==> src/cpu_cfg.svh <==
`ifndef CPU_CFG_SVH
`define CPU_CFG_SVH

// Fixed by the ISA, shared by every stage
`define CPU_WORD_SIZE 16 // Data, instruction and address width

`define CPU_NUM_REGS 4 // Register file depth

`define CPU_RESET_PC 16'h0000 // First fetch after reset

`endif

==> src/cpu_pkg.sv <==
`default_nettype none

`include "cpu_cfg.svh"

package cpu_pkg;

	typedef logic [`CPU_WORD_SIZE-1:0] word_t;
	typedef logic [$clog2(`CPU_NUM_REGS)-1:0] reg_idx_t;
	typedef logic [3:0] opcode_t; // Bits 15 to 12
	typedef logic [5:0] funct_t; // R-type only

	localparam opcode_t OP_BNE = 4'd0;
	localparam opcode_t OP_BEQ = 4'd1;
	localparam opcode_t OP_ADI = 4'd4;
	localparam opcode_t OP_LWD = 4'd7;
	localparam opcode_t OP_SWD = 4'd8;
	localparam opcode_t OP_JMP = 4'd9;
	localparam opcode_t OP_RTYPE = 4'd15;

	localparam funct_t FN_ADD = 6'd0;
	localparam funct_t FN_SUB = 6'd1;
	localparam funct_t FN_AND = 6'd2;
	localparam funct_t FN_ORR = 6'd3;
	localparam funct_t FN_WWD = 6'd28;
	localparam funct_t FN_HLT = 6'd29;

	typedef enum logic [2:0] {
		ALU_ADD,
		ALU_SUB,
		ALU_AND,
		ALU_OR,
		ALU_PASS_B // Second operand straight through
	} alu_op_t;

endpackage

`default_nettype wire

==> src/alu.sv <==
`timescale 1ns/1ps
`default_nettype none

module alu
	import cpu_pkg::*;
(
	input alu_op_t alu_op,
	input word_t a,
	input word_t b,
	input word_t imm,
	input logic use_imm,
	input logic branch_ne,
	output word_t result,
	output logic bcond
);

	word_t y;

	assign y = use_imm ? imm : b; // Loads and stores take rs + imm

	always_comb begin
		case (alu_op)
			ALU_ADD: result = a + y;
			ALU_SUB: result = a - y;
			ALU_AND: result = a & y;
			ALU_OR: result = a | y;
			ALU_PASS_B: result = y;
			default: result = '0;
		endcase
	end

	// Always on the register operands, never the immediate
	assign bcond = branch_ne ? (a != b) : (a == b);

endmodule

`default_nettype wire

==> src/cpu_core.sv <==
`timescale 1ns/1ps
`default_nettype none

`include "cpu_cfg.svh"

module cpu_core
	import cpu_pkg::*;
(
	input logic clk,
	input logic rst,
	output word_t imem_addr,
	input word_t imem_data,
	output word_t dmem_addr,
	output word_t dmem_wdata,
	output logic dmem_we,
	input word_t dmem_rdata,
	output word_t output_port,
	output logic output_valid,
	output logic halted
);

	word_t pc;
	word_t pc_next;
	word_t pc_plus1;
	word_t br_target;
	logic stall;
	logic flush_if_id;
	logic flush_id_ex;
	logic branch_taken;
	logic jump_taken;
	logic halt_pending;

	word_t id_inst, id_pc, id_a, id_b, id_imm, id_jump_target;
	reg_idx_t id_rs, id_rt, id_dest;
	alu_op_t id_alu_op;
	logic id_valid, id_uses_rs, id_uses_rt, id_reg_write, id_mem_read, id_mem_write;
	logic id_is_wwd, id_is_halt, id_is_branch, id_branch_ne, id_is_jump;

	word_t ex_a, ex_b, ex_imm, ex_pc, ex_result;
	reg_idx_t ex_dest;
	alu_op_t ex_alu_op;
	logic ex_valid, ex_reg_write, ex_mem_read, ex_mem_write, ex_is_wwd, ex_is_halt;
	logic ex_is_branch, ex_branch_ne, ex_bcond;

	word_t mem_alu, mem_b;
	reg_idx_t mem_dest;
	logic mem_valid, mem_reg_write, mem_mem_read, mem_mem_write, mem_is_wwd, mem_is_halt;

	word_t wb_alu, wb_mem, wb_data;
	reg_idx_t wb_dest;
	logic wb_valid, wb_reg_write, wb_mem_read, wb_is_wwd, wb_is_halt, wb_we;

	assign imem_addr = pc;
	assign pc_plus1 = pc + 1'b1;
	assign br_target = ex_pc + ex_imm; // ex_pc is already PC+1
	assign branch_taken = ex_valid && ex_is_branch && ex_bcond;
	assign jump_taken = id_valid && id_is_jump;

	// HLT is committed once past decode, so younger work is dropped
	assign halt_pending = halted || (ex_valid && ex_is_halt) ||
		(mem_valid && mem_is_halt) || (wb_valid && wb_is_halt);

	always_comb begin
		if (branch_taken) begin
			pc_next = br_target;
		end else if (jump_taken) begin
			pc_next = id_jump_target;
		end else if (stall) begin
			pc_next = pc;
		end else begin
			pc_next = pc_plus1;
		end
	end

	always_ff @(posedge clk) begin
		if (rst) begin
			pc <= `CPU_RESET_PC;
		end else if (!halted) begin
			pc <= pc_next;
		end
	end

	always_ff @(posedge clk) begin
		if (rst) begin
			halted <= 1'b0;
		end else if (wb_valid && wb_is_halt) begin
			halted <= 1'b1; // Sticky until reset
		end
	end

	if_id_reg u_if_id (
		.clk(clk), .rst(rst), .stall(stall || halted), .flush(flush_if_id && !halted),
		.inst_in(imem_data), .pc_in(pc_plus1),
		.inst(id_inst), .pc(id_pc), .valid(id_valid)
	);

	decode_stage u_decode (
		.clk(clk), .rst(rst), .inst(id_inst), .pc(id_pc),
		.wb_we(wb_we), .wb_dest(wb_dest), .wb_data(wb_data),
		.a(id_a), .b(id_b), .imm(id_imm), .jump_target(id_jump_target),
		.rs(id_rs), .rt(id_rt), .dest(id_dest),
		.uses_rs(id_uses_rs), .uses_rt(id_uses_rt), .alu_op(id_alu_op),
		.reg_write(id_reg_write), .mem_read(id_mem_read), .mem_write(id_mem_write),
		.is_wwd(id_is_wwd), .is_halt(id_is_halt), .is_branch(id_is_branch),
		.branch_ne(id_branch_ne), .is_jump(id_is_jump)
	);

	hazard_unit u_hazard (
		.id_valid(id_valid), .uses_rs(id_uses_rs), .uses_rt(id_uses_rt),
		.rs(id_rs), .rt(id_rt), .is_jump(id_is_jump),
		.ex_valid(ex_valid), .ex_reg_write(ex_reg_write), .ex_dest(ex_dest),
		.mem_valid(mem_valid), .mem_reg_write(mem_reg_write), .mem_dest(mem_dest),
		.branch_taken(branch_taken),
		.stall(stall), .flush_if_id(flush_if_id), .flush_id_ex(flush_id_ex)
	);

	id_ex_reg u_id_ex (
		.clk(clk), .rst(rst), .bubble(stall || halt_pending), .flush(flush_id_ex),
		.a_in(id_a), .b_in(id_b), .imm_in(id_imm), .pc_in(id_pc), .dest_in(id_dest),
		.alu_op_in(id_alu_op), .reg_write_in(id_reg_write), .mem_read_in(id_mem_read),
		.mem_write_in(id_mem_write), .is_wwd_in(id_is_wwd), .is_halt_in(id_is_halt),
		.is_branch_in(id_is_branch), .branch_ne_in(id_branch_ne), .valid_in(id_valid),
		.a(ex_a), .b(ex_b), .imm(ex_imm), .pc(ex_pc), .dest(ex_dest), .alu_op(ex_alu_op),
		.reg_write(ex_reg_write), .mem_read(ex_mem_read), .mem_write(ex_mem_write),
		.is_wwd(ex_is_wwd), .is_halt(ex_is_halt), .is_branch(ex_is_branch),
		.branch_ne(ex_branch_ne), .valid(ex_valid)
	);

	alu u_alu (
		.alu_op(ex_alu_op), .a(ex_a), .b(ex_b), .imm(ex_imm),
		.use_imm(ex_mem_read || ex_mem_write), .branch_ne(ex_branch_ne),
		.result(ex_result), .bcond(ex_bcond)
	);

	ex_mem_reg u_ex_mem (
		.clk(clk), .rst(rst), .alu_in(ex_result), .b_in(ex_b), .dest_in(ex_dest),
		.reg_write_in(ex_reg_write), .mem_read_in(ex_mem_read), .mem_write_in(ex_mem_write),
		.is_wwd_in(ex_is_wwd), .is_halt_in(ex_is_halt), .valid_in(ex_valid),
		.alu_result(mem_alu), .b(mem_b), .dest(mem_dest), .reg_write(mem_reg_write),
		.mem_read(mem_mem_read), .mem_write(mem_mem_write), .is_wwd(mem_is_wwd),
		.is_halt(mem_is_halt), .valid(mem_valid)
	);

	assign dmem_addr = mem_alu;
	assign dmem_wdata = mem_b;
	assign dmem_we = mem_valid && mem_mem_write;

	mem_wb_reg u_mem_wb (
		.clk(clk), .rst(rst), .alu_in(mem_alu), .mem_in(dmem_rdata), .dest_in(mem_dest),
		.reg_write_in(mem_reg_write), .mem_read_in(mem_mem_read), .is_wwd_in(mem_is_wwd),
		.is_halt_in(mem_is_halt), .valid_in(mem_valid),
		.alu_result(wb_alu), .mem_data(wb_mem), .dest(wb_dest), .reg_write(wb_reg_write),
		.mem_read(wb_mem_read), .is_wwd(wb_is_wwd), .is_halt(wb_is_halt), .valid(wb_valid)
	);

	assign wb_data = wb_mem_read ? wb_mem : wb_alu;
	assign wb_we = wb_valid && wb_reg_write && !halted;
	assign output_port = wb_alu; // WWD value passed through the ALU
	assign output_valid = wb_valid && wb_is_wwd;

endmodule

`default_nettype wire

==> src/decode_stage.sv <==
`timescale 1ns/1ps
`default_nettype none

`include "cpu_cfg.svh"

module decode_stage
	import cpu_pkg::*;
(
	input logic clk,
	input logic rst,
	input word_t inst,
	input word_t pc,
	input logic wb_we,
	input reg_idx_t wb_dest,
	input word_t wb_data,
	output word_t a,
	output word_t b,
	output word_t imm,
	output word_t jump_target,
	output reg_idx_t rs,
	output reg_idx_t rt,
	output reg_idx_t dest,
	output logic uses_rs,
	output logic uses_rt,
	output alu_op_t alu_op,
	output logic reg_write,
	output logic mem_read,
	output logic mem_write,
	output logic is_wwd,
	output logic is_halt,
	output logic is_branch,
	output logic branch_ne,
	output logic is_jump
);

	word_t regs [`CPU_NUM_REGS];
	opcode_t opcode;
	funct_t funct;
	reg_idx_t rd;
	word_t rs_val;
	word_t rt_val;

	assign opcode = inst[15:12];
	assign funct = inst[5:0];
	assign rs = inst[11:10];
	assign rt = inst[9:8];
	assign rd = inst[7:6];

	always_ff @(posedge clk) begin
		if (rst) begin
			for (int i = 0; i < `CPU_NUM_REGS; i++) begin
				regs[i] <= '0;
			end
		end else if (wb_we) begin
			regs[wb_dest] <= wb_data;
		end
	end

	// Writeback in the same cycle is seen here
	assign rs_val = (wb_we && wb_dest == rs) ? wb_data : regs[rs];
	assign rt_val = (wb_we && wb_dest == rt) ? wb_data : regs[rt];

	assign a = rs_val;
	assign imm = {{(`CPU_WORD_SIZE-8){inst[7]}}, inst[7:0]};
	assign jump_target = {pc[`CPU_WORD_SIZE-1 -: 4], inst[11:0]};

	always_comb begin
		b = rt_val;
		dest = rd;
		alu_op = ALU_ADD;
		{uses_rs, uses_rt, reg_write, mem_read, mem_write} = '0;
		{is_wwd, is_halt, is_branch, branch_ne, is_jump} = '0;
		case (opcode)
			OP_RTYPE: begin
				case (funct)
					FN_ADD, FN_SUB, FN_AND, FN_ORR: begin
						uses_rs = 1'b1;
						uses_rt = 1'b1;
						reg_write = 1'b1;
						alu_op = (funct == FN_SUB) ? ALU_SUB :
							(funct == FN_AND) ? ALU_AND :
							(funct == FN_ORR) ? ALU_OR : ALU_ADD;
					end
					FN_WWD: begin
						uses_rs = 1'b1;
						is_wwd = 1'b1;
						b = rs_val; // Output value rides through the ALU
						alu_op = ALU_PASS_B;
					end
					FN_HLT: is_halt = 1'b1;
					default: ;
				endcase
			end
			OP_ADI: begin
				uses_rs = 1'b1;
				reg_write = 1'b1;
				dest = rt;
				b = imm; // rt is only a destination here
			end
			OP_LWD: begin
				uses_rs = 1'b1;
				reg_write = 1'b1;
				mem_read = 1'b1;
				dest = rt;
			end
			OP_SWD: begin
				uses_rs = 1'b1;
				uses_rt = 1'b1;
				mem_write = 1'b1;
			end
			OP_BNE, OP_BEQ: begin
				uses_rs = 1'b1;
				uses_rt = 1'b1;
				is_branch = 1'b1;
				branch_ne = (opcode == OP_BNE);
			end
			OP_JMP: is_jump = 1'b1;
			default: ; // Unused opcodes act as NOP
		endcase
	end

endmodule

`default_nettype wire

==> src/hazard_unit.sv <==
`timescale 1ns/1ps
`default_nettype none

module hazard_unit
	import cpu_pkg::*;
(
	input logic id_valid,
	input logic uses_rs,
	input logic uses_rt,
	input reg_idx_t rs,
	input reg_idx_t rt,
	input logic is_jump,
	input logic ex_valid,
	input logic ex_reg_write,
	input reg_idx_t ex_dest,
	input logic mem_valid,
	input logic mem_reg_write,
	input reg_idx_t mem_dest,
	input logic branch_taken,
	output logic stall,
	output logic flush_if_id,
	output logic flush_id_ex
);

	logic ex_wr;
	logic mem_wr;
	logic rs_hit;
	logic rt_hit;

	assign ex_wr = ex_valid && ex_reg_write;
	assign mem_wr = mem_valid && mem_reg_write;

	// Writeback is covered by the register file bypass
	assign rs_hit = uses_rs && ((ex_wr && ex_dest == rs) || (mem_wr && mem_dest == rs));
	assign rt_hit = uses_rt && ((ex_wr && ex_dest == rt) || (mem_wr && mem_dest == rt));

	assign stall = id_valid && (rs_hit || rt_hit) && !branch_taken; // Flush overrides
	assign flush_if_id = branch_taken || (id_valid && is_jump);
	assign flush_id_ex = branch_taken;

endmodule

`default_nettype wire

==> src/pipe_regs.sv <==
`timescale 1ns/1ps
`default_nettype none

module if_id_reg
	import cpu_pkg::*;
(
	input logic clk,
	input logic rst,
	input logic stall,
	input logic flush,
	input word_t inst_in,
	input word_t pc_in,
	output word_t inst,
	output word_t pc,
	output logic valid
);

	always_ff @(posedge clk) begin
		if (rst || flush) begin
			valid <= 1'b0; // Flush wins over stall
		end else if (!stall) begin
			valid <= 1'b1;
		end
	end

	always_ff @(posedge clk) begin
		if (!stall) begin
			inst <= inst_in;
			pc <= pc_in; // Already PC+1
		end
	end

endmodule

module id_ex_reg
	import cpu_pkg::*;
(
	input logic clk,
	input logic rst,
	input logic bubble,
	input logic flush,
	input word_t a_in,
	input word_t b_in,
	input word_t imm_in,
	input word_t pc_in,
	input reg_idx_t dest_in,
	input alu_op_t alu_op_in,
	input logic reg_write_in,
	input logic mem_read_in,
	input logic mem_write_in,
	input logic is_wwd_in,
	input logic is_halt_in,
	input logic is_branch_in,
	input logic branch_ne_in,
	input logic valid_in,
	output word_t a,
	output word_t b,
	output word_t imm,
	output word_t pc,
	output reg_idx_t dest,
	output alu_op_t alu_op,
	output logic reg_write,
	output logic mem_read,
	output logic mem_write,
	output logic is_wwd,
	output logic is_halt,
	output logic is_branch,
	output logic branch_ne,
	output logic valid
);

	always_ff @(posedge clk) begin
		if (rst || bubble || flush) begin
			valid <= 1'b0;
		end else begin
			valid <= valid_in;
		end
	end

	// Control bits only count while valid is set
	always_ff @(posedge clk) begin
		a <= a_in;
		b <= b_in;
		imm <= imm_in;
		pc <= pc_in;
		dest <= dest_in;
		alu_op <= alu_op_in;
		reg_write <= reg_write_in;
		mem_read <= mem_read_in;
		mem_write <= mem_write_in;
		is_wwd <= is_wwd_in;
		is_halt <= is_halt_in;
		is_branch <= is_branch_in;
		branch_ne <= branch_ne_in;
	end

endmodule

module ex_mem_reg
	import cpu_pkg::*;
(
	input logic clk,
	input logic rst,
	input word_t alu_in,
	input word_t b_in,
	input reg_idx_t dest_in,
	input logic reg_write_in,
	input logic mem_read_in,
	input logic mem_write_in,
	input logic is_wwd_in,
	input logic is_halt_in,
	input logic valid_in,
	output word_t alu_result,
	output word_t b,
	output reg_idx_t dest,
	output logic reg_write,
	output logic mem_read,
	output logic mem_write,
	output logic is_wwd,
	output logic is_halt,
	output logic valid
);

	always_ff @(posedge clk) begin
		if (rst) begin
			valid <= 1'b0;
		end else begin
			valid <= valid_in;
		end
	end

	always_ff @(posedge clk) begin
		alu_result <= alu_in;
		b <= b_in; // Store data
		dest <= dest_in;
		reg_write <= reg_write_in;
		mem_read <= mem_read_in;
		mem_write <= mem_write_in;
		is_wwd <= is_wwd_in;
		is_halt <= is_halt_in;
	end

endmodule

module mem_wb_reg
	import cpu_pkg::*;
(
	input logic clk,
	input logic rst,
	input word_t alu_in,
	input word_t mem_in,
	input reg_idx_t dest_in,
	input logic reg_write_in,
	input logic mem_read_in,
	input logic is_wwd_in,
	input logic is_halt_in,
	input logic valid_in,
	output word_t alu_result,
	output word_t mem_data,
	output reg_idx_t dest,
	output logic reg_write,
	output logic mem_read,
	output logic is_wwd,
	output logic is_halt,
	output logic valid
);

	always_ff @(posedge clk) begin
		if (rst) begin
			valid <= 1'b0;
		end else begin
			valid <= valid_in;
		end
	end

	always_ff @(posedge clk) begin
		alu_result <= alu_in;
		mem_data <= mem_in;
		dest <= dest_in;
		reg_write <= reg_write_in;
		mem_read <= mem_read_in;
		is_wwd <= is_wwd_in;
		is_halt <= is_halt_in;
	end

endmodule

`default_nettype wire
==> config.mk <==
export PLATFORM = sky130hd
export DESIGN_NAME = cpu_core
export DESIGN_NICKNAME = d
export VERILOG_FILES = /design/src/cpu_pkg.sv /design/src/alu.sv /design/src/cpu_core.sv /design/src/decode_stage.sv /design/src/hazard_unit.sv /design/src/pipe_regs.sv
export VERILOG_INCLUDE_DIRS = /design/src
export SDC_FILE = /design/constraint.sdc
export NUM_CORES = 1
export LEC_CHECK = 0
export ABC_CLOCK_PERIOD_IN_PS = 5000
export BUFFER_PORTS_ARGS = -buffer_cell sky130_fd_sc_hd__buf_2
export CAP_MARGIN = 20
export CORE_AREA = 4 4 146 163
export DETAILED_ROUTE_END_ITERATION = 6
export DIE_AREA = 0 0 150 167
export PLACE_DENSITY = 0.81
export SLEW_MARGIN = 20
export SYNTH_ARGS = -nofsm -noshare
export SYNTH_HDL_FRONTEND = slang
export SYNTH_HIERARCHICAL = 1
export SYNTH_SLANG_ARGS = --single-unit
==> constraint.sdc <==
create_clock -name clk -period 5 [get_ports clk]
set_input_delay 0.5 -clock clk [delete_from_list [all_inputs] [get_ports clk]]
set_output_delay 0.5 -clock clk [all_outputs]
set_load 0.02 [all_outputs]
Word level (Yosys, flattened, before mapping)
Memories as Yosys holds them, arrays and structs flattened. A register that Yosys moved wholly into a read port is not among the register bits. Index checks and enable logic that the tools add are counted.

Flip-flop bits (word level): 198. Bits in latches: 0. RAM bits: 64. ROM bits: 0. Output and inout port bits: 67. Logic and storage cells: 154. Memories: 1.

Memory list: u_decode.regs (words 4, width 16, read ports 2, clocked after Yosys merged registers in 2, wr ports 4, RTL line decode_stage.sv:36) `` word_t regs [`CPU_NUM_REGS]; ``.

Add/subtract/negate cells: 4. Multiply operators: 0. Div/mod/pow operators: 0. Magnitude comparators: 0. Eq/ne operators: 24. Shift-type cells: 0. Mux-type cells: 37. Bitwise logic cells: 3. Reduce and logical (&&, ||, !) cells: 49.

Operators with widths (number): $mux 16 (9); $pmux 16 s5 (1); $add 16x16->16 (2); $pmux 16 s2 (1); $logic_and 1x1->1 (23); $add 16x1->16 const B (1); $and 16x16->16 (1); $eq 16x16->1 (1); $ne 16x16->1 (1); $or 16x16->16 (1); $reduce_or 16->1 (1); $sub 16x16->16 (1); $mux 1 (15); $logic_or 1x1->1 (13); $eq 2x2->1 (6); $eq 4x4->1 const B (3); $eq 6x2->1 const B (2); $eq 6x5->1 const B (2); $mux 2 (5); $reduce_or 5->1 (2); $eq 4x3->1 const B (2); $eq 3x2->1 const B (2); $eq 6x1->1 const B (1); $logic_not 6->1 (1); 15 further kinds (20).

Logic depth before layout (Yosys ltp)
Gate-level depths: netlist (run 1).

Word-level depth: 11. Depth in mapped cells: 19. Depth with buffers taken out: 15.

By module
The synthesis (run 1) kept the hierarchy.

By module, submodules not included: decode_stage (times used 1, cells an instance 331, area each 4453.0 sq um, seq. area each 1921.8 sq um); cpu_core (times used 1, cells an instance 304, area each 2270.9 sq um, seq. area each 340.3 sq um); alu (times used 1, cells an instance 284, area each 2090.8 sq um, seq. area each 0.0 sq um); id_ex_reg (times used 1, cells an instance 78, area each 1556.5 sq um, seq. area each 1541.5 sq um); if_id_reg (times used 1, cells an instance 36, area each 1001.0 sq um, seq. area each 980.9 sq um); ex_mem_reg (times used 1, cells an instance 41, area each 814.5 sq um, seq. area each 800.8 sq um); mem_wb_reg (times used 1, cells an instance 40, area each 794.5 sq um, seq. area each 780.7 sq um); hazard_unit (times used 1, cells an instance 19, area each 136.4 sq um, seq. area each 0.0 sq um).

Worst setup path before layout (run 1)
Ideal clock, no wire load.

Path kind: flip-flop to flip-flop. Start point: reg u_id_ex.mem_write. End point: reg u_ex_mem.alu_result[12]. Setup time: 0.122 ns. Data arrival time: 3.627 ns. Data required time: 4.878 ns. Path slack: 1.251 ns. Cell stages (with the launch flop): 19. Buffers on the path: 3. Period minus slack after synthesis: 3.749 ns. Path through: dfxtp_1 or2_2 buf_6 buf_12 buf_2 mux2_2 inv_1 ha_1 o21ai_1 or3_4 o21ai_0 xor2_1 ha_1 nand2_1 a211oi_1 o31ai_1 a31oi_1 mux2i_1 a221o_1.

Longest elaborated chain between the ends: 4.

Ends and longest elaborated chain: start: declaration (RTL line pipe_regs.sv:64) `output logic mem_write,`; start signal: assignment (RTL line pipe_regs.sv:90) `mem_write <= mem_write_in;`; $logic_or 1x1->1 (*) (RTL line cpu_core.sv:131) `.use_imm(ex_mem_read || ex_mem_write), .branch_ne(ex_branch_ne),`; $mux 16 (*) (RTL line alu.sv:19) `assign y = use_imm ? imm : b;`; $sub 16x16->16 (tied with other cells) (RTL line alu.sv:24) `ALU_SUB: result = a - y;`; $pmux 16 s5 (*) (RTL line alu.sv:22) `case (alu_op)`; named net ex_result[12] (RTL line cpu_core.sv:39) `word_t ex_a, ex_b, ex_imm, ex_pc, ex_result;`; end signal: assignment (RTL line pipe_regs.sv:133) `alu_result <= alu_in;`; end: declaration (RTL line pipe_regs.sv:113) `output word_t alu_result,`.

Mark *: on every way through the listed nets, which the timed path passes. The rest lies on a longest branch. A chain may end at the register's enable or synchronous reset.

Worst setup path in the final report (run 1)
Start point: reg u_id_ex.mem_read. End point: reg u_ex_mem.alu_result[12].

Longest elaborated chain between the ends: 4.

Ends and longest elaborated chain: start: declaration (RTL line pipe_regs.sv:63) `output logic mem_read,`; start signal: assignment (RTL line pipe_regs.sv:89) `mem_read <= mem_read_in;`; $logic_or 1x1->1 (*) (RTL line cpu_core.sv:131); $mux 16 (*) (RTL line alu.sv:19); $sub 16x16->16 (tied with other cells) (RTL line alu.sv:24); $pmux 16 s5 (*) (RTL line alu.sv:22); named net ex_result[12] (RTL line cpu_core.sv:39).

Marked as above.

==> results.md, run 1 <==
- Status: completed
- Max Clock Freq: around 240 MHz
- Rel. slew slack: a little under a quarter
- Die width: roughly 150 microns
- Number of library cell types mapped by synthesis: ~90
- Chip height: about 170 microns
- Root Driver: clkbuf_16
- Layout area overhead: 10.3%
- Initial core utilization: approximately 60%
- First-pass GRT wire length: 51800 microns
- Placed cell area: ~14000 sq um
- Sequential area share after synthesis: between 40 and 50%
- WL final: 33600 microns
- Worst slew pin tran: between 1 and 1.5 ns
- Sw Share: a little under 30%
- TritonCTS clock tree: built
- Clk_lat worst skew: 0.54 ns
- Syn Inst Count: between 1k and 1.5k
- Inserted Clock Buffers: 27
- Drt first pass iters: 6
- Total die area: 25100 sq um
- Core ar.: around 22000 sq um
- Worst-path clk slew: ~0.060 ns
- # port buffers: 100
- YS warnings: 6
- Vias per cell: about 6.2
- Hold buffer count at CTS: 0
- FFs w/ async S/R, synth: 0%
- CP Class: reg -> reg
- RSZ-0062 raised after global routing: no
- Post-CTS Resized: 0
- GR Overflow Total: 0
- Main synth FF type: dfxtp_1
- Leakage Power: 5.90 nW
- Yosys reg bits: 270
- HP Class: in -> reg
- DRC Markers: 0
- Ports: ~100
- Pwr/cell area: a little over 400 nW/um^2
- Sw power: 1.72 mW
- Synth top area share: a little over a quarter
- Crit path time final: about 4 ns
- Peak VDD IR: around 320 uV
- Fillers: approximately 1.7k
- Combinational Power Share: between 15 and 20%
- Share of layout cells above drive strength 1: roughly 23%
- Net Count, Synth: 1203
- Wire per inst: between 20 and 25 microns
- CTS Buffer Depth: 3
- Post-CTS setup buffer count: 0
- Pin count of the biggest net entering global routing: 34
- Final nets: ~1.3k
- WP data arrival: 4.54 ns
- Mapped Avg Cell Area: 11.6 sq um
- GRT Total Usage: 26.4%
- Total number of vias: about 9.4k
- Final Cell Area: 14500 sq um
- Clk_skew: around 0.010 ns
- Clock power frac: roughly a third
- Vias in the first global route: 9296
- Setup tns final: 0 ns
- Worst-path fanout max: 33
- Crit. End Element: flip-flop
- Row count: 57
- Commonest non-fill, non-tap cell in the layout: dfxtp_1
- Number of synthesized flops with an enable pin: 96
- Internal: roughly 4.2 mW
- Final setup fails: 0
- RD Place Congestion: roughly 0.94
- Fin. Hold Viols: 0
- Clock tree sinks: 270
- Crit start category: flip-flop
- Initial antenna violation count: 0
- H-tree lvl count: 1
- Commonest cells after routing, fill and taps aside: dfxtp_1, buf_2, edfxtp_1
- Post-Syn Area: ~13000 sq um
- Initial DRC count: ~800
- Yosys top cell by area: dfxtp_1
- Sequential Power Share: between 40 and 50%
- Antenna-violating nets left: 0
- Top post-synthesis cells by area: dfxtp_1, edfxtp_1, mux2_2
- Critical path data required time: 5.42 ns
- Post-DP HPWL: 24100 microns
- Max cap viols: 0
- Max Slew Vio Count: 0
- Period utilisation layout: between 80% and 90%
-- synth_stat cells, drive strengths merged, types with 31 or more instances --
master  number
nor2        55
edfxtp      96
xnor2       31
mux4        32
nand2       64
xor2        46
o21ai       43
buf         61
dfxtp      174
and2        75
mux2        51
a21oi       40
ha          34
-- power by group through the flow --
stage | combinational [mW] | clock, mW | sequential (mW)
2_1_floorplan | 0.650 | 0 | 2.82
3_3_place_gp | 1.13 | 0 | 2.71
3_5_place_dp | 1.13 | 0 | 2.72
4_1_cts | 1.14 | 2.07 | 2.68
5_1_grt | 1.23 | 2.17 | 2.70
6_report | 1.15 | 2.04 | 2.67
-- stage by stage --
stage	setup WS (ns)	utilization (%)	power, mW	cells	hold slack (ns)
2_1_floorplan	1.25	-	3.46	1133	0.310
3_3_place_gp	0.992	61.6	3.84	1453	0.312
3_5_place_dp	0.927	61.6	3.85	1453	0.327
4_1_cts	0.919	65.8	5.89	1502	0.0462
5_1_grt	0.582	65.9	6.10	1503	0.0435
6_report	0.880	65.9	5.87	1504	0.0622
-- critical path: stages (launching register included) --
cell and delay [ns]:
dfxtp_1 0.32, or2_2 0.64, mux2_2 0.45, inv_1 0.09, ha_1 0.16, o21ai_1 0.10, or3_4 0.41, o21ai_0 0.22
xor2_1 0.10, ha_1 0.38, nand2_1 0.07, a211oi_1 0.17, o31ai_1 0.19, a31oi_1 0.24, mux2i_1 0.10, a221o_1 0.36
-- per-layer routing --
layer,track usage [%],wire (microns),vias up
met5,0,0,-
met4,10.8,1360,0
met1,36.0,13700,4564
li1,-,-,4279
met2,42.8,15900,436
met3,3.42,2540,85
-- sequential cells by signal (all words and copies together), names as in the netlist, 2 cells and up --
register	flops
u_decode/regs	64
u_id_ex/a	16
u_id_ex/pc	16
u_ex_mem/b	16
u_mem_wb/alu_result	16
u_mem_wb/dest	2
u_id_ex/b	16
u_if_id/pc	16
u_id_ex/imm	16
u_ex_mem/dest	2
u_if_id/inst	16
u_id_ex/dest	2
u_mem_wb/mem_data	16
imem_addr	16
u_ex_mem/alu_result	16
u_id_ex/alu_op	3
-- cell type report --
| type | instances | area (sq um) | area share, % |
|---|---|---|---|
| antenna | 1 | 2.50 | 0.0173 |
| clock buffer | 39 | 866 | 5.98 |
| clock inverter | 10 | 62.6 | 0.432 |
| inverter | 26 | 103 | 0.709 |
| multi-input combinational | 747 | 6080 | 42.0 |
| sequential | 270 | 6370 | 44.0 |
| tap | 295 | 369 | 2.55 |
| timing repair buffer | 116 | 621 | 4.29 |
-- cells by family (layout without fill, tap and decap cells) --
family          Yosys count  in the layout  share of synthesized area (%)
compound gates          219            219                           11.9
buf+inv                 116            191                           5.31
flops                   270            270                           48.5
xor+xnor                 77             77                           5.14
simple gates            303            303                           12.9
mux                      99             99                           11.6
fa+ha+maj                49             49                           4.55
other cells               0              1                              0
-- worst paths after layout --
kind / startpoint / to / slack [ns] / depth (start not counted)
hold / removal: dmem_rdata[7] / u_mem_wb/mem_data[7] / 0.06 / 1
hold reg to reg: u_id_ex/is_wwd / u_ex_mem/is_wwd / 0.33 / 0
setup reg to reg: u_id_ex/mem_read / u_ex_mem/alu_result[12] / 0.88 / 15
setup / recovery: u_id_ex/mem_read / u_ex_mem/alu_result[12] / 0.88 / 15
Note: power is estimated with default switching activity, not from simulation.
==> run 2, diff against run 1 <==
--- a/config.mk
+++ b/config.mk
@@ -6,13 +6,13 @@
 export SDC_FILE = /design/constraint.sdc
 export NUM_CORES = 1
 export LEC_CHECK = 0
-export ABC_CLOCK_PERIOD_IN_PS = 5000
+export ABC_CLOCK_PERIOD_IN_PS = 3300
 export BUFFER_PORTS_ARGS = -buffer_cell sky130_fd_sc_hd__buf_2
 export CAP_MARGIN = 20
-export CORE_AREA = 4 4 146 163
+export CORE_AREA = 4 4 153 169
 export DETAILED_ROUTE_END_ITERATION = 6
-export DIE_AREA = 0 0 150 167
-export PLACE_DENSITY = 0.81
+export DIE_AREA = 0 0 157 173
+export PLACE_DENSITY = 0.78
 export SLEW_MARGIN = 20
 export SYNTH_ARGS = -nofsm -noshare
 export SYNTH_HDL_FRONTEND = slang
==> constraint.sdc (replaced) <==
create_clock -name clk -period 3.3 [get_ports clk]
set_input_delay 0.33 -clock clk [delete_from_list [all_inputs] [get_ports clk]]
set_output_delay 0.33 -clock clk [all_outputs]
set_load 0.02 [all_outputs]
==> run 2 against run 1 <==
Net effect: the run now ends with negative setup slack left; die area up 8.4%; combinational power up 70%; global-route usage down 1.1 points; sequential power up 51%; sequential share of layout area down 2.8 points; clock power up 67%; worst setup slack worse by 0.90 ns; total power up 60%.
==> results.md, run 2 (same netlist as run 1, synthesis figures left out) <==
- Clock power frac: 36.2%
- Period utilisation layout: 101%
- Clk_lat worst skew: ~0.56 ns
- Share of layout cells above drive strength 1: 26.7%
- Vias per cell: around 6
- Vias in the first global route: slightly below 10k
- Worst hold stages: 2
- Total number of vias: between 9k and 10k
- Setup tns final: -0.0236 ns
- Final setup fails: 1
- DRC Markers: 0
- Placed Cells: 1523
- Status: finished with violations
- Clock tree sinks: 270
- Diodes inserted: 0
- Hold path endpoint: u_ex_mem/valid
- Inserted Clock Buffers: 27
- Critical path data required time: approximately 3.7 ns
- Max Clock Freq: 301 MHz
- Worst-path clk slew: around 0.060 ns
- Violated checks: negative setup slack
- Ports: approximately 100
- Pin count of the biggest net entering global routing: 30
- Sw power: about 2.7 mW
- Leakage Power: between 6 and 7 nW
- WL final: between 30000 and 40000 microns
- Die width: approximately 160 microns
- Max Slew Vio Count: 0
- Wire per inst: approximately 22 microns
- Combinational Power Share: between 20% and 30%
- Fin. Hold Viols: 0
- Biggest register: u_decode/regs
- TritonCTS clock tree: built
- Initial DRC count: 965
- HP Class: in -> reg
- Crit start category: flip-flop
- Max reg flops: 64
- GRT Total Usage: 25.3%
- Commonest non-fill, non-tap cell in the layout: dfxtp_1
- Total die area: between 20000 and 30000 sq um
- RSZ-0062 raised after global routing: yes
- Worst-path fanout max: 4
- Post-DP HPWL: about 25000 microns
- Crit. End Element: flip-flop
- Worst slew pin tran: roughly 0.94 ns
- Finished Layout Cells: about 1.6k
- Row count: 60
- Initial antenna violation count: 0
- # port buffers: 100
- Max cap viols: 0
- Worst Reg-to-Reg Cells: 15
- Root Driver: clkbuf_16
- H-tree lvl count: 1
- FF-to-FF End: u_ex_mem/alu_result[12]
- Crit path time final: 3.32 ns
- Pwr/cell area: slightly above 600 nW/um^2
- Sequential Power Share: a little over two fifths
- Worst setup path start: u_id_ex/mem_read
- RR Startpoint: u_id_ex/mem_read
- Final core utilization: between 60% and 70%
- Sw Share: 28.7%
- Internal: between 6 and 7 mW
- Antenna-violating nets left: 0
- Commonest cells after routing, fill and taps aside: dfxtp_1, buf_2, edfxtp_1
- Initial core utilization: between 50% and 60%
- Core ar.: around 24000 sq um
- Setup slack, reg-to-reg: -0.02 ns
- Rel. slew slack: 37.2%
- CTS Buffer Depth: 3
- Final nets: between 1k and 1.5k
- Min-delay src: rst
- GR Overflow Total: 0
- RD Place Congestion: 0.916
- Chip height: ~170 microns
- CP Class: reg -> reg
- Clk_skew: 0.0166 ns
- Fillers: 1858
- WP data arrival: about 3.8 ns
- Drt first pass iters: 5
- First-pass GRT wire length: ~54000 microns
- Final worst setup slack: -0.0236 ns
- Layout area overhead: 18.0%
- Peak VDD IR: roughly 450 uV
-- run 2: final cells by class --
cell class | instances | area, sq um | area share, %
flip-flops and latches | 270 | 6370 | 41.2
repair buffers | 206 | 1420 | 9.16
well taps | 310 | 388 | 2.51
clock inverters | 15 | 214 | 1.38
multi-input cells | 747 | 6180 | 39.9
inverters | 26 | 105 | 0.679
clock buffers | 35 | 800 | 5.17
-- run 2: per-stage QoR --
step | worst slack (ns) | power (mW) | hold slack [ns] | cell area [sq um]
floorplan | -0.202 | 5.27 | 0.310 | 13200
global placement | 0.00828 | 5.94 | 0.313 | 14000
detailed placement | -0.0632 | 5.97 | 0.315 | 14000
CTS | -0.000763 | 9.40 | 0.123 | 15400
global route | -0.156 | 9.77 | 0.132 | 15500
finish | -0.0236 | 9.40 | 0.144 | 15500
-- run 2: power groups by stage --
stage | clock (mW) | combinational [mW] | sequential (mW)
6_report | 3.41 | 1.95 | 4.04
5_1_grt | 3.60 | 2.10 | 4.07
4_1_cts | 3.45 | 1.91 | 4.04
3_5_place_dp | 0 | 1.86 | 4.11
3_3_place_gp | 0 | 1.84 | 4.10
2_1_floorplan | 0 | 0.999 | 4.27
-- run 2: worst max-delay path by stage --
stage / endpoint / depth (start not counted)
after floorplan: u_ex_mem/alu_result[12] / 18
after global placement: u_ex_mem/alu_result[15] / 15
after detailed placement: u_ex_mem/alu_result[12] / 13
after CTS: u_ex_mem/alu_result[12] / 13
after global routing: u_ex_mem/alu_result[15] / 15
final: u_ex_mem/alu_result[12] / 15
-- run 2: layer usage --
metal  part of all wire [%]  GRT usage [%]  vias up
li1                       -              -     4470
met1                     41           32.7     4713
met5                      0              0        -
met4                    3.6           9.01        0
met2                     49           42.8      374
met3                    6.5           4.21       77
-- run 2: critical path: stages (launching register included) --
cell      delay, ns
dfxtp_2        0.32
or2_4          0.27
mux2_4         0.32
inv_4          0.07
ha_4           0.14
o21ai_4        0.06
or3_4          0.42
o21ai_2        0.16
xor2_1         0.08
ha_1           0.32
nand2_1        0.08
a211oi_2       0.21
o31ai_4        0.14
a31oi_2        0.20
mux2i_1        0.10
a221o_1        0.31
-- run 2: repair_timing --
| item | 4_1_cts | 5_1_grt |
|---|---|---|
| hold endpoints to repair | 32 | 0 |
| gates cloned | 0 | 0 |
| pin swaps | 1 | 18 |
| hold buffers | 32 | 0 |
| setup buffers | 0 | 4 |
| endpoints found under the setup margin | 3 | 49 |
| gates resized for setup | 3 | 21 |
